--- src/verilog/div_pkg.sv ---
// shared widths, latency and payload types for the pipelined divider, imported by every block
`default_nettype none

package div_pkg;

   // operand and pipeline geometry
   localparam int DIV_W   = 16;
   localparam int STAGES  = DIV_W;
   // input stage + one clock per stage + output stage
   localparam int LATENCY = STAGES + 2;

   // rate value + 1 is the minimum spacing of accepted starts in clocks
   localparam int RATE_W  = 2;
   localparam int TAG_W   = 4;

   typedef logic [TAG_W-1:0] div_tag_t;

   typedef struct packed {
      logic [DIV_W-1:0] dividend;
      logic [DIV_W-1:0] divisor;
      logic             sgn;
      div_tag_t         tag;
   } div_req_t;

   // working word between stages
   typedef struct packed {
      // signed partial remainder, one guard bit
      logic [DIV_W:0]   rem;
      // dividend bits shift out at the top, quotient bits shift in at the bottom
      logic [DIV_W-1:0] quo;
      logic [DIV_W-1:0] dvs;
   } div_part_t;

   typedef struct packed {
      logic             quo_neg;
      logic             rem_neg;
      logic             dbz;
      logic [DIV_W-1:0] dividend;
   } div_side_t;

   typedef struct packed {
      logic [DIV_W-1:0] quo;
      logic [DIV_W-1:0] rem;
      div_tag_t         tag;
      logic             dbz;
   } div_res_t;

   typedef enum logic [1:0] {
      ST_READY,
      ST_SPACING,
      ST_DROP_FLAG
   } div_ctrl_state_t;

endpackage

`default_nettype wire

--- src/verilog/div_rate_counter.sv ---
// interval counter for the divider issue logic, restarted on every accepted operation
`default_nettype none

module div_rate_counter (
   input  wire logic                      C,
   input  wire logic                      rst,
   input  wire logic                      restart,
   input  wire logic [div_pkg::RATE_W-1:0] rate,
   output logic                           elapsed
);
   import div_pkg::*;

   logic [RATE_W-1:0] cnt;

   // loads rate, then counts down and parks at zero
   always_ff @(posedge C) begin
      if (rst) begin
         cnt <= '0;
      end else if (restart) begin
         cnt <= rate;
      end else if (cnt != '0) begin
         cnt <= cnt - 1'b1;
      end
   end

   assign elapsed = (cnt == '0);

   // controller may only restart once the previous interval ran out
   a_no_early_restart: assert property (
      @(posedge C) disable iff (rst)
      restart |-> cnt == '0
   );

endmodule

`default_nettype wire

--- src/verilog/div_issue_ctrl.sv ---
// start acceptance FSM for the divider, drops starts that come too early and flags overrun
`default_nettype none

module div_issue_ctrl (
   input  wire logic C,
   input  wire logic rst,
   input  wire logic start,
   input  wire logic elapsed,
   output logic      accept,
   output logic      restart,
   output logic      overrun
);
   import div_pkg::*;

   div_ctrl_state_t state;
   div_ctrl_state_t state_nxt;

   // READY takes a start at once, otherwise wait for the counter
   assign accept  = start & ((state == ST_READY) | elapsed);
   assign restart = accept;

   // one clock after a dropped start
   assign overrun = (state == ST_DROP_FLAG);

   always_comb begin
      state_nxt = state;
      case (state)
         ST_READY: begin
            if (start) begin
               state_nxt = ST_SPACING;
            end
         end
         ST_SPACING, ST_DROP_FLAG: begin
            if (start && elapsed) begin
               // back to back accept, new interval
               state_nxt = ST_SPACING;
            end else if (start) begin
               state_nxt = ST_DROP_FLAG;
            end else if (elapsed) begin
               state_nxt = ST_READY;
            end else begin
               state_nxt = ST_SPACING;
            end
         end
         default: begin
            state_nxt = ST_READY;
         end
      endcase
   end

   always_ff @(posedge C) begin
      if (rst) begin
         state <= ST_READY;
      end else begin
         state <= state_nxt;
      end
   end

   // READY must only be held while the counter is idle
   a_accept_outside_interval: assert property (
      @(posedge C) disable iff (rst)
      accept |-> elapsed
   );

   a_ready_idle: assert property (
      @(posedge C) disable iff (rst)
      (state == ST_READY) |-> elapsed
   );

endmodule

`default_nettype wire

--- src/verilog/div_sign_in.sv ---
// divider input stage: operand magnitudes, sign and zero flags, first partial word
`default_nettype none

module div_sign_in (
   input  wire logic              C,
   input  wire logic              rst,
   input  wire logic              accept,
   input  wire div_pkg::div_req_t req,
   output div_pkg::div_part_t     part,
   output logic                   part_vld,
   output div_pkg::div_side_t     side,
   output div_pkg::div_tag_t      tag
);
   import div_pkg::*;

   logic             a_neg;
   logic             b_neg;
   logic [DIV_W-1:0] a_mag;
   logic [DIV_W-1:0] b_mag;

   // sign bits only count in signed mode
   assign a_neg = req.sgn & req.dividend[DIV_W-1];
   assign b_neg = req.sgn & req.divisor[DIV_W-1];

   // most negative value maps onto itself, fine as an unsigned magnitude
   assign a_mag = a_neg ? (~req.dividend + 1'b1) : req.dividend;
   assign b_mag = b_neg ? (~req.divisor + 1'b1) : req.divisor;

   always_ff @(posedge C) begin
      if (rst) begin
         part_vld <= 1'b0;
      end else begin
         part_vld <= accept;
      end
   end

   // payload only moves on accept
   always_ff @(posedge C) begin
      if (accept) begin
         part.rem      <= '0;
         part.quo      <= a_mag;
         part.dvs      <= b_mag;
         side.quo_neg  <= a_neg ^ b_neg;
         side.rem_neg  <= a_neg;
         side.dbz      <= (req.divisor == '0);
         side.dividend <= req.dividend;
         tag           <= req.tag;
      end
   end

endmodule

`default_nettype wire

--- src/verilog/div_nr_stage.sv ---
// one non-restoring divider step, instantiated once per quotient bit
`default_nettype none

module div_nr_stage (
   input  wire logic               C,
   input  wire logic               rst,
   input  wire logic               in_vld,
   input  wire div_pkg::div_part_t part_in,
   output logic                    out_vld,
   output div_pkg::div_part_t      part_out
);
   import div_pkg::*;

   logic           rem_neg;
   logic [DIV_W:0] rem_sh;
   logic [DIV_W:0] rem_nxt;

   // add or subtract is chosen by the sign before the shift
   assign rem_neg = part_in.rem[DIV_W];

   // next dividend bit enters at the bottom
   assign rem_sh = {part_in.rem[DIV_W-1:0], part_in.quo[DIV_W-1]};

   // wraps modulo 2**(DIV_W+1), true result always fits
   assign rem_nxt = rem_neg ? (rem_sh + {1'b0, part_in.dvs})
                            : (rem_sh - {1'b0, part_in.dvs});

   always_ff @(posedge C) begin
      if (rst) begin
         out_vld <= 1'b0;
      end else begin
         out_vld <= in_vld;
      end
   end

   always_ff @(posedge C) begin
      part_out.rem <= rem_nxt;
      part_out.quo <= {part_in.quo[DIV_W-2:0], ~rem_nxt[DIV_W]};
      part_out.dvs <= part_in.dvs;
   end

   a_vld_known: assert property (
      @(posedge C) disable iff (rst)
      !$isunknown(out_vld)
   );

endmodule

`default_nettype wire

--- src/verilog/div_side_pipe.sv ---
// delay line that keeps per-operation payload in step with the divider stages
`default_nettype none

module div_side_pipe #(
   parameter type payload_t = logic,
   parameter int  DEPTH     = 1
) (
   input  wire logic     C,
   input  wire logic     rst,
   input  wire logic     in_vld,
   input  wire payload_t din,
   output logic          out_vld,
   output payload_t      dout
);

   logic     vld [DEPTH];
   payload_t data [DEPTH];

   always_ff @(posedge C) begin
      if (rst) begin
         for (int i = 0; i < DEPTH; i++) begin
            vld[i] <= 1'b0;
         end
      end else begin
         vld[0] <= in_vld;
         for (int i = 1; i < DEPTH; i++) begin
            vld[i] <= vld[i-1];
         end
      end
   end

   always_ff @(posedge C) begin
      data[0] <= din;
      for (int i = 1; i < DEPTH; i++) begin
         data[i] <= data[i-1];
      end
   end

   assign out_vld = vld[DEPTH-1];
   assign dout    = data[DEPTH-1];

endmodule

`default_nettype wire

--- src/verilog/div_sign_out.sv ---
// divider output stage: remainder fix-up, sign restore, divide-by-zero result
`default_nettype none

module div_sign_out (
   input  wire logic               C,
   input  wire logic               rst,
   input  wire logic               part_vld,
   input  wire div_pkg::div_part_t part,
   input  wire logic               side_vld,
   input  wire div_pkg::div_side_t side,
   input  wire div_pkg::div_tag_t  tag,
   output logic                    res_vld,
   output div_pkg::div_res_t       res
);
   import div_pkg::*;

   logic [DIV_W:0]   rem_fix;
   logic [DIV_W-1:0] rem_mag;
   logic [DIV_W-1:0] quo_sgn;
   logic [DIV_W-1:0] rem_sgn;

   // negative final remainder still owes one divisor
   assign rem_fix = part.rem[DIV_W] ? (part.rem + {1'b0, part.dvs}) : part.rem;
   assign rem_mag = rem_fix[DIV_W-1:0];

   assign quo_sgn = side.quo_neg ? (~part.quo + 1'b1) : part.quo;
   assign rem_sgn = side.rem_neg ? (~rem_mag + 1'b1) : rem_mag;

   always_ff @(posedge C) begin
      if (rst) begin
         res_vld <= 1'b0;
      end else begin
         res_vld <= part_vld;
      end
   end

   always_ff @(posedge C) begin
      res.tag <= tag;
      res.dbz <= side.dbz;
      if (side.dbz) begin
         // all ones quotient, dividend passed back unchanged
         res.quo <= '1;
         res.rem <= side.dividend;
      end else begin
         res.quo <= quo_sgn;
         res.rem <= rem_sgn;
      end
   end

   // stage chain and side pipe must stay aligned
   a_vld_align: assert property (
      @(posedge C) disable iff (rst)
      part_vld == side_vld
   );

   a_rem_range: assert property (
      @(posedge C) disable iff (rst)
      (part_vld && !side.dbz) |-> (rem_fix[DIV_W] == 1'b0) && (rem_mag < part.dvs)
   );

endmodule

`default_nettype wire

--- src/verilog/div_top.sv ---
// pipelined 16-bit divider top, start strobe in, result strobe out LATENCY clocks later
`default_nettype none

module div_top (
   input  wire logic                       C,
   input  wire logic                       rst,
   input  wire logic                       start,
   input  wire div_pkg::div_req_t          req,
   input  wire logic [div_pkg::RATE_W-1:0] rate,
   output logic                            res_vld,
   output div_pkg::div_res_t               res,
   output logic                            overrun
);
   import div_pkg::*;

   logic      accept;
   logic      restart;
   logic      elapsed;

   // index 0 is the input stage, STAGES the last step
   logic      stg_vld  [STAGES+1];
   div_part_t stg_part [STAGES+1];

   div_side_t side_in;
   div_side_t side_out;
   logic      side_vld;
   div_tag_t  tag_in;
   div_tag_t  tag_out;

   div_issue_ctrl u_ctrl (
      .C       (C),
      .rst     (rst),
      .start   (start),
      .elapsed (elapsed),
      .accept  (accept),
      .restart (restart),
      .overrun (overrun)
   );

   div_rate_counter u_rate (
      .C       (C),
      .rst     (rst),
      .restart (restart),
      .rate    (rate),
      .elapsed (elapsed)
   );

   div_sign_in u_sign_in (
      .C        (C),
      .rst      (rst),
      .accept   (accept),
      .req      (req),
      .part     (stg_part[0]),
      .part_vld (stg_vld[0]),
      .side     (side_in),
      .tag      (tag_in)
   );

   // one quotient bit per stage, msb first
   for (genvar i = 0; i < STAGES; i++) begin : g_stage
      div_nr_stage u_stage (
         .C        (C),
         .rst      (rst),
         .in_vld   (stg_vld[i]),
         .part_in  (stg_part[i]),
         .out_vld  (stg_vld[i+1]),
         .part_out (stg_part[i+1])
      );
   end

   div_side_pipe #(
      .payload_t (div_side_t),
      .DEPTH     (STAGES)
   ) u_side_pipe (
      .C       (C),
      .rst     (rst),
      .in_vld  (stg_vld[0]),
      .din     (side_in),
      .out_vld (side_vld),
      .dout    (side_out)
   );

   // tag slots follow the same valid chain, its copy is not needed
   div_side_pipe #(
      .payload_t (div_tag_t),
      .DEPTH     (STAGES)
   ) u_tag_pipe (
      .C       (C),
      .rst     (rst),
      .in_vld  (stg_vld[0]),
      .din     (tag_in),
      .out_vld (),
      .dout    (tag_out)
   );

   div_sign_out u_sign_out (
      .C        (C),
      .rst      (rst),
      .part_vld (stg_vld[STAGES]),
      .part     (stg_part[STAGES]),
      .side_vld (side_vld),
      .side     (side_out),
      .tag      (tag_out),
      .res_vld  (res_vld),
      .res      (res)
   );

endmodule

`default_nettype wire

--- config.mk ---
export PLATFORM = sky130hd
export DESIGN_NAME = div_top
export DESIGN_NICKNAME = d
export VERILOG_FILES = /design/src/verilog/div_pkg.sv /design/src/verilog/div_rate_counter.sv /design/src/verilog/div_issue_ctrl.sv /design/src/verilog/div_sign_in.sv /design/src/verilog/div_nr_stage.sv /design/src/verilog/div_side_pipe.sv /design/src/verilog/div_sign_out.sv /design/src/verilog/div_top.sv
export SDC_FILE = /design/constraint.sdc
export NUM_CORES = 2
export LEC_CHECK = 0
export ABC_AREA = 1
export BUFFER_PORTS_ARGS = -buffer_cell sky130_fd_sc_hd__buf_2
export CAP_MARGIN = 20
export CORE_ASPECT_RATIO = 0.75
export CORE_MARGIN = 2
export CORE_UTILIZATION = 56
export CTS_CLUSTER_DIAMETER = 200
export DETAILED_ROUTE_END_ITERATION = 10
export GPL_TIMING_DRIVEN = 0
export MAX_ROUTING_LAYER = met4
export PLACE_DENSITY = 0.72
export SLEW_MARGIN = 20
export SYNTH_ARGS = -nofsm -noshare
export SYNTH_HDL_FRONTEND = slang
export SYNTH_SLANG_ARGS = --single-unit
--- constraint.sdc ---
create_clock -name C -period 10.6 [get_ports C]
set_clock_uncertainty 0.2 [all_clocks]
set_input_delay 0 -clock C [delete_from_list [all_inputs] [get_ports C]]
set_output_delay 0 -clock C [all_outputs]
set_load 0.02 [all_outputs]
==> results.ini <==
[timing]
rsz0062_at_grt = no
max_freq_mhz = 252.0
fin_crit_sh = 0.3744
hold_slack_ns = 0.05487
hold_viol_final = 0
drv_slew = 0
finalSetupTns_ns = 0
fin_ws_ns = 6.631
tightest_slew_ns = 0.8022
relSlewSlack = 0.4595
setup_violations = 0
final.min_clock_period_ns = 3.969

[synth]
synth_edf_count = 54
synth_area_um2 = 43990
synthAdderAreaFrac = 0.08749
synth_xor_area_frac = 0.09833
synth.distinct_cells = 50
synth.top_cell.area_share = 0.5443
yosysTopAreaCell = dfxtp_1
synth-compound-area-share = 0.07998
synth_seq_area_share = 0.5812
async_flop_share = 0
yosysWarnings = 0
synth_mux_area_frac = 0
synth_common_cells = 1196 x dfxtp_1, 621 x nand2_1, 348 x xor2_1, 344 x inv_1, 282 x ha_1
synth_top_family_by_area = simple AND/OR/NAND/NOR gates
synthSimpleGateAreaFrac = 0.1202
synthFlopType = dfxtp_1
synth_nets = 4556
synth_most_common_cell = dfxtp_1
syn_inst = 4216
avgSynthCellArea_um2 = 10.43
ys_top_cells_by_area = dfxtp_1 54%, ha_1 8.0%, xor2_1 6.9%
ys_seq_elements = 1250

[clocking]
cts_tree = built
cts.clk_slew.worst_paths_ns = 0.07
clock-root-buffer = clkbuf_16
h-tree-depth = 3
cts_hold_buf = 94
clkSinkCount = 1250
numCtsBuffers = 107
clock_path_buffers = 3
clkLatencyLatePin_ns = 0.69
cts_setup_buffers = 0
post_cts_resized = 0

[setup_path]
critPathRequiredTime_ns = 10.95
reg2reg_slack_ns = 6.63
rr_startpoint = g_stage[13].u_stage.part_out[2]
reg2reg_to = g_stage[14].u_stage.part_out[48]
path_max_fanout = 3
arrival_ns = 4.32
critical_path_class = reg -> reg
startpoint_type = flip-flop
cp-end-kind = flip-flop
r2r_cells = 16

[hold_path]
worstHoldPathCells = 4
hold_path.class = in -> reg
min_from = req[19]
hold_path_end = u_sign_in.part[14]

[drt]
drt_wl_total_mm = 85.15
vias_per_cell = 5.036
ant_nets = 0
drc = 0
drt_iter0_drc = 1588
wl_per_cell_um = 15.14
vias = 28320
drt-pass1-iter-count = 5

[global_routing]
grt.total_usage = 0.2165
antenna_found_initial = 5
grt_pass1_vias = 27960
grt_pass1_wl_mm = 138.3
grt_start_max_net_pins = 25
overflow = 0

[placement]
io_buffer_count = 80
place_congestion = 0.8528
dpl_worst_slack_ns = 6.787
hpwl_mm = 57.91

[pwr]
p_sw_mw = 7.050
seqPwrFrac = 0.356
power.leakage_nw = 22.68
peakVddDrop_uv = 235.6
power_density_nw_per_um2 = 367.3
p_comb_frac = 0.426
power.share.switching = 0.3804
power.internal_mw = 11.48
p_clk_frac = 0.218

[floorplan]
num_rows = 88
dieArea_um2 = 80830
start_util = 0.5691
io_pins = 81
die_width_um = 327.6
die_h_um = 246.7
design.core.area_um2 = 77290

[finish]
post-route-util = 0.6527
drive_above_1_share = 0.08871
areaGrowthSynthToFinish_pct = 14.69
nNetsFinal = 4842

[run_status]
status = finished clean

[run]
maxCapViolCount = 0

power by group through the flow:
stage | Combinational (mW) | Clock, mW | Sequential, mW
2_1_floorplan | 6.11 | 0 | 6.53
3_3_place_gp | 7.56 | 0 | 6.65
3_5_place_dp | 7.72 | 0 | 6.67
4_1_cts | 7.86 | 4.12 | 6.60
5_1_grt | 8.93 | 4.32 | 6.70
6_report | 7.89 | 4.05 | 6.59
cell type report:
type                    count  area (µm²)
repair buffers            177        1424
clock inverters            50       666.9
inverters                 352        1321
clock buffers             145        3062
fillers                  5878       26840
well taps                1035        1295
multi-input cells        2585       16990
flip-flops and latches   1250       25560
diodes                      1       2.502
plain buffers              29       123.9
sequential cells by signal, indices dropped and copies added (netlist names), 4 cells and up:
signal	count
u_sign_out.res	37
u_side_pipe.data	290
u_tag_pipe.data	64
g_stage.u_stage.out_vld	16
u_sign_in.tag	4
u_sign_in.part	31
g_stage.u_stage.part_out	783
u_sign_in.side	19
how the worst max path moves through the flow:
stage	from	to	slack, ns	cells past startpoint
floorplan	u_ctrl.state[0]	u_rate.cnt[1]	6.45	6
global placement	u_ctrl.state[0]	u_rate.cnt[1]	4.38	6
detailed placement	g_stage[13].u_stage.part_out[2]	g_stage[14].u_stage.part_out[48]	6.79	16
CTS	g_stage[13].u_stage.part_out[2]	g_stage[14].u_stage.part_out[48]	6.76	16
global route	g_stage[13].u_stage.part_out[2]	g_stage[14].u_stage.part_out[48]	6.41	16
finish	g_stage[13].u_stage.part_out[2]	g_stage[14].u_stage.part_out[48]	6.63	16
kinds of logic (layout without fill, tap and decap cells):
logic type,count (synthesis),in the layout
flops,1250,1250
simple gates,1211,1211
compound gates,583,583
xor+xnor,493,493
buf+inv,381,753
fa+ha+maj,298,298
other cells,0,1
critical path, cell delays in order, from the launching register on:
cell and delay [ns]:
dfxtp_1 0.33, nor3_1 0.31, nand2_1 0.12, nor3_1 0.23
nand2_1 0.12, nor3_1 0.15, nor2_1 0.09, a21oi_1 0.24
o21ai_0 0.16, xor2_1 0.17, ha_1 0.33, inv_1 0.07
nor3_1 0.33, nor3b_1 0.27, a221oi_1 0.13, xnor2_1 0.52
inv_1 0.08
routing by layer:
| layer | up-vias | wire [µm] | GRT usage |
|---|---|---|---|
| met3 | 186 | 3403 | 0.03305 |
| met5 | - | 0 | - |
| met2 | 588 | 40030 | 0.3563 |
| met1 | 13120 | 39470 | 0.2763 |
| met4 | 0 | 2252 | 0.06624 |
| li1 | 14430 | - | - |
placed cells by master (no fill, tap or decap), drive strengths merged, types with 2 or more instances in the layout:
cell type / synthesis / layout
nor3: 89 / 89
a221oi: 15 / 15
nand3: 157 / 157
a21oi: 248 / 248
nor2: 259 / 259
dfxtp: 1196 / 1196
o2111ai: 15 / 15
o21ai: 197 / 197
clkinv: 3 / 28
o22ai: 3 / 3
nor4: 12 / 12
buf: 5 / 88
a21boi: 60 / 60
nand4: 13 / 13
and2: 2 / 2
a31oi: 18 / 18
clkinvlp: 0 / 6
xor2: 349 / 349
inv: 349 / 359
a211oi: 3 / 3
o31ai: 22 / 22
nand3b: 9 / 9
xnor2: 144 / 144
nand2: 630 / 630
bufinv: 0 / 9
fa: 16 / 16
or2: 24 / 24
dlygate4sd3: 0 / 94
nor3b: 15 / 15
clkbuf: 24 / 169
ha: 282 / 282
edfxtp: 54 / 54
stage by stage:
step / instance area [µm²] / total power, mW / instances
3_3_place_gp: 45680 / 14.22 / 5331
5_1_grt: 50450 / 19.94 / 5624
4_1_cts: 50450 / 18.58 / 5623
2_1_floorplan: 43990 / 12.63 / 4216
3_5_place_dp: 45780 / 14.40 / 5334
6_report: 50450 / 18.53 / 5624
Note: power is estimated with default switching activity, not from simulation.
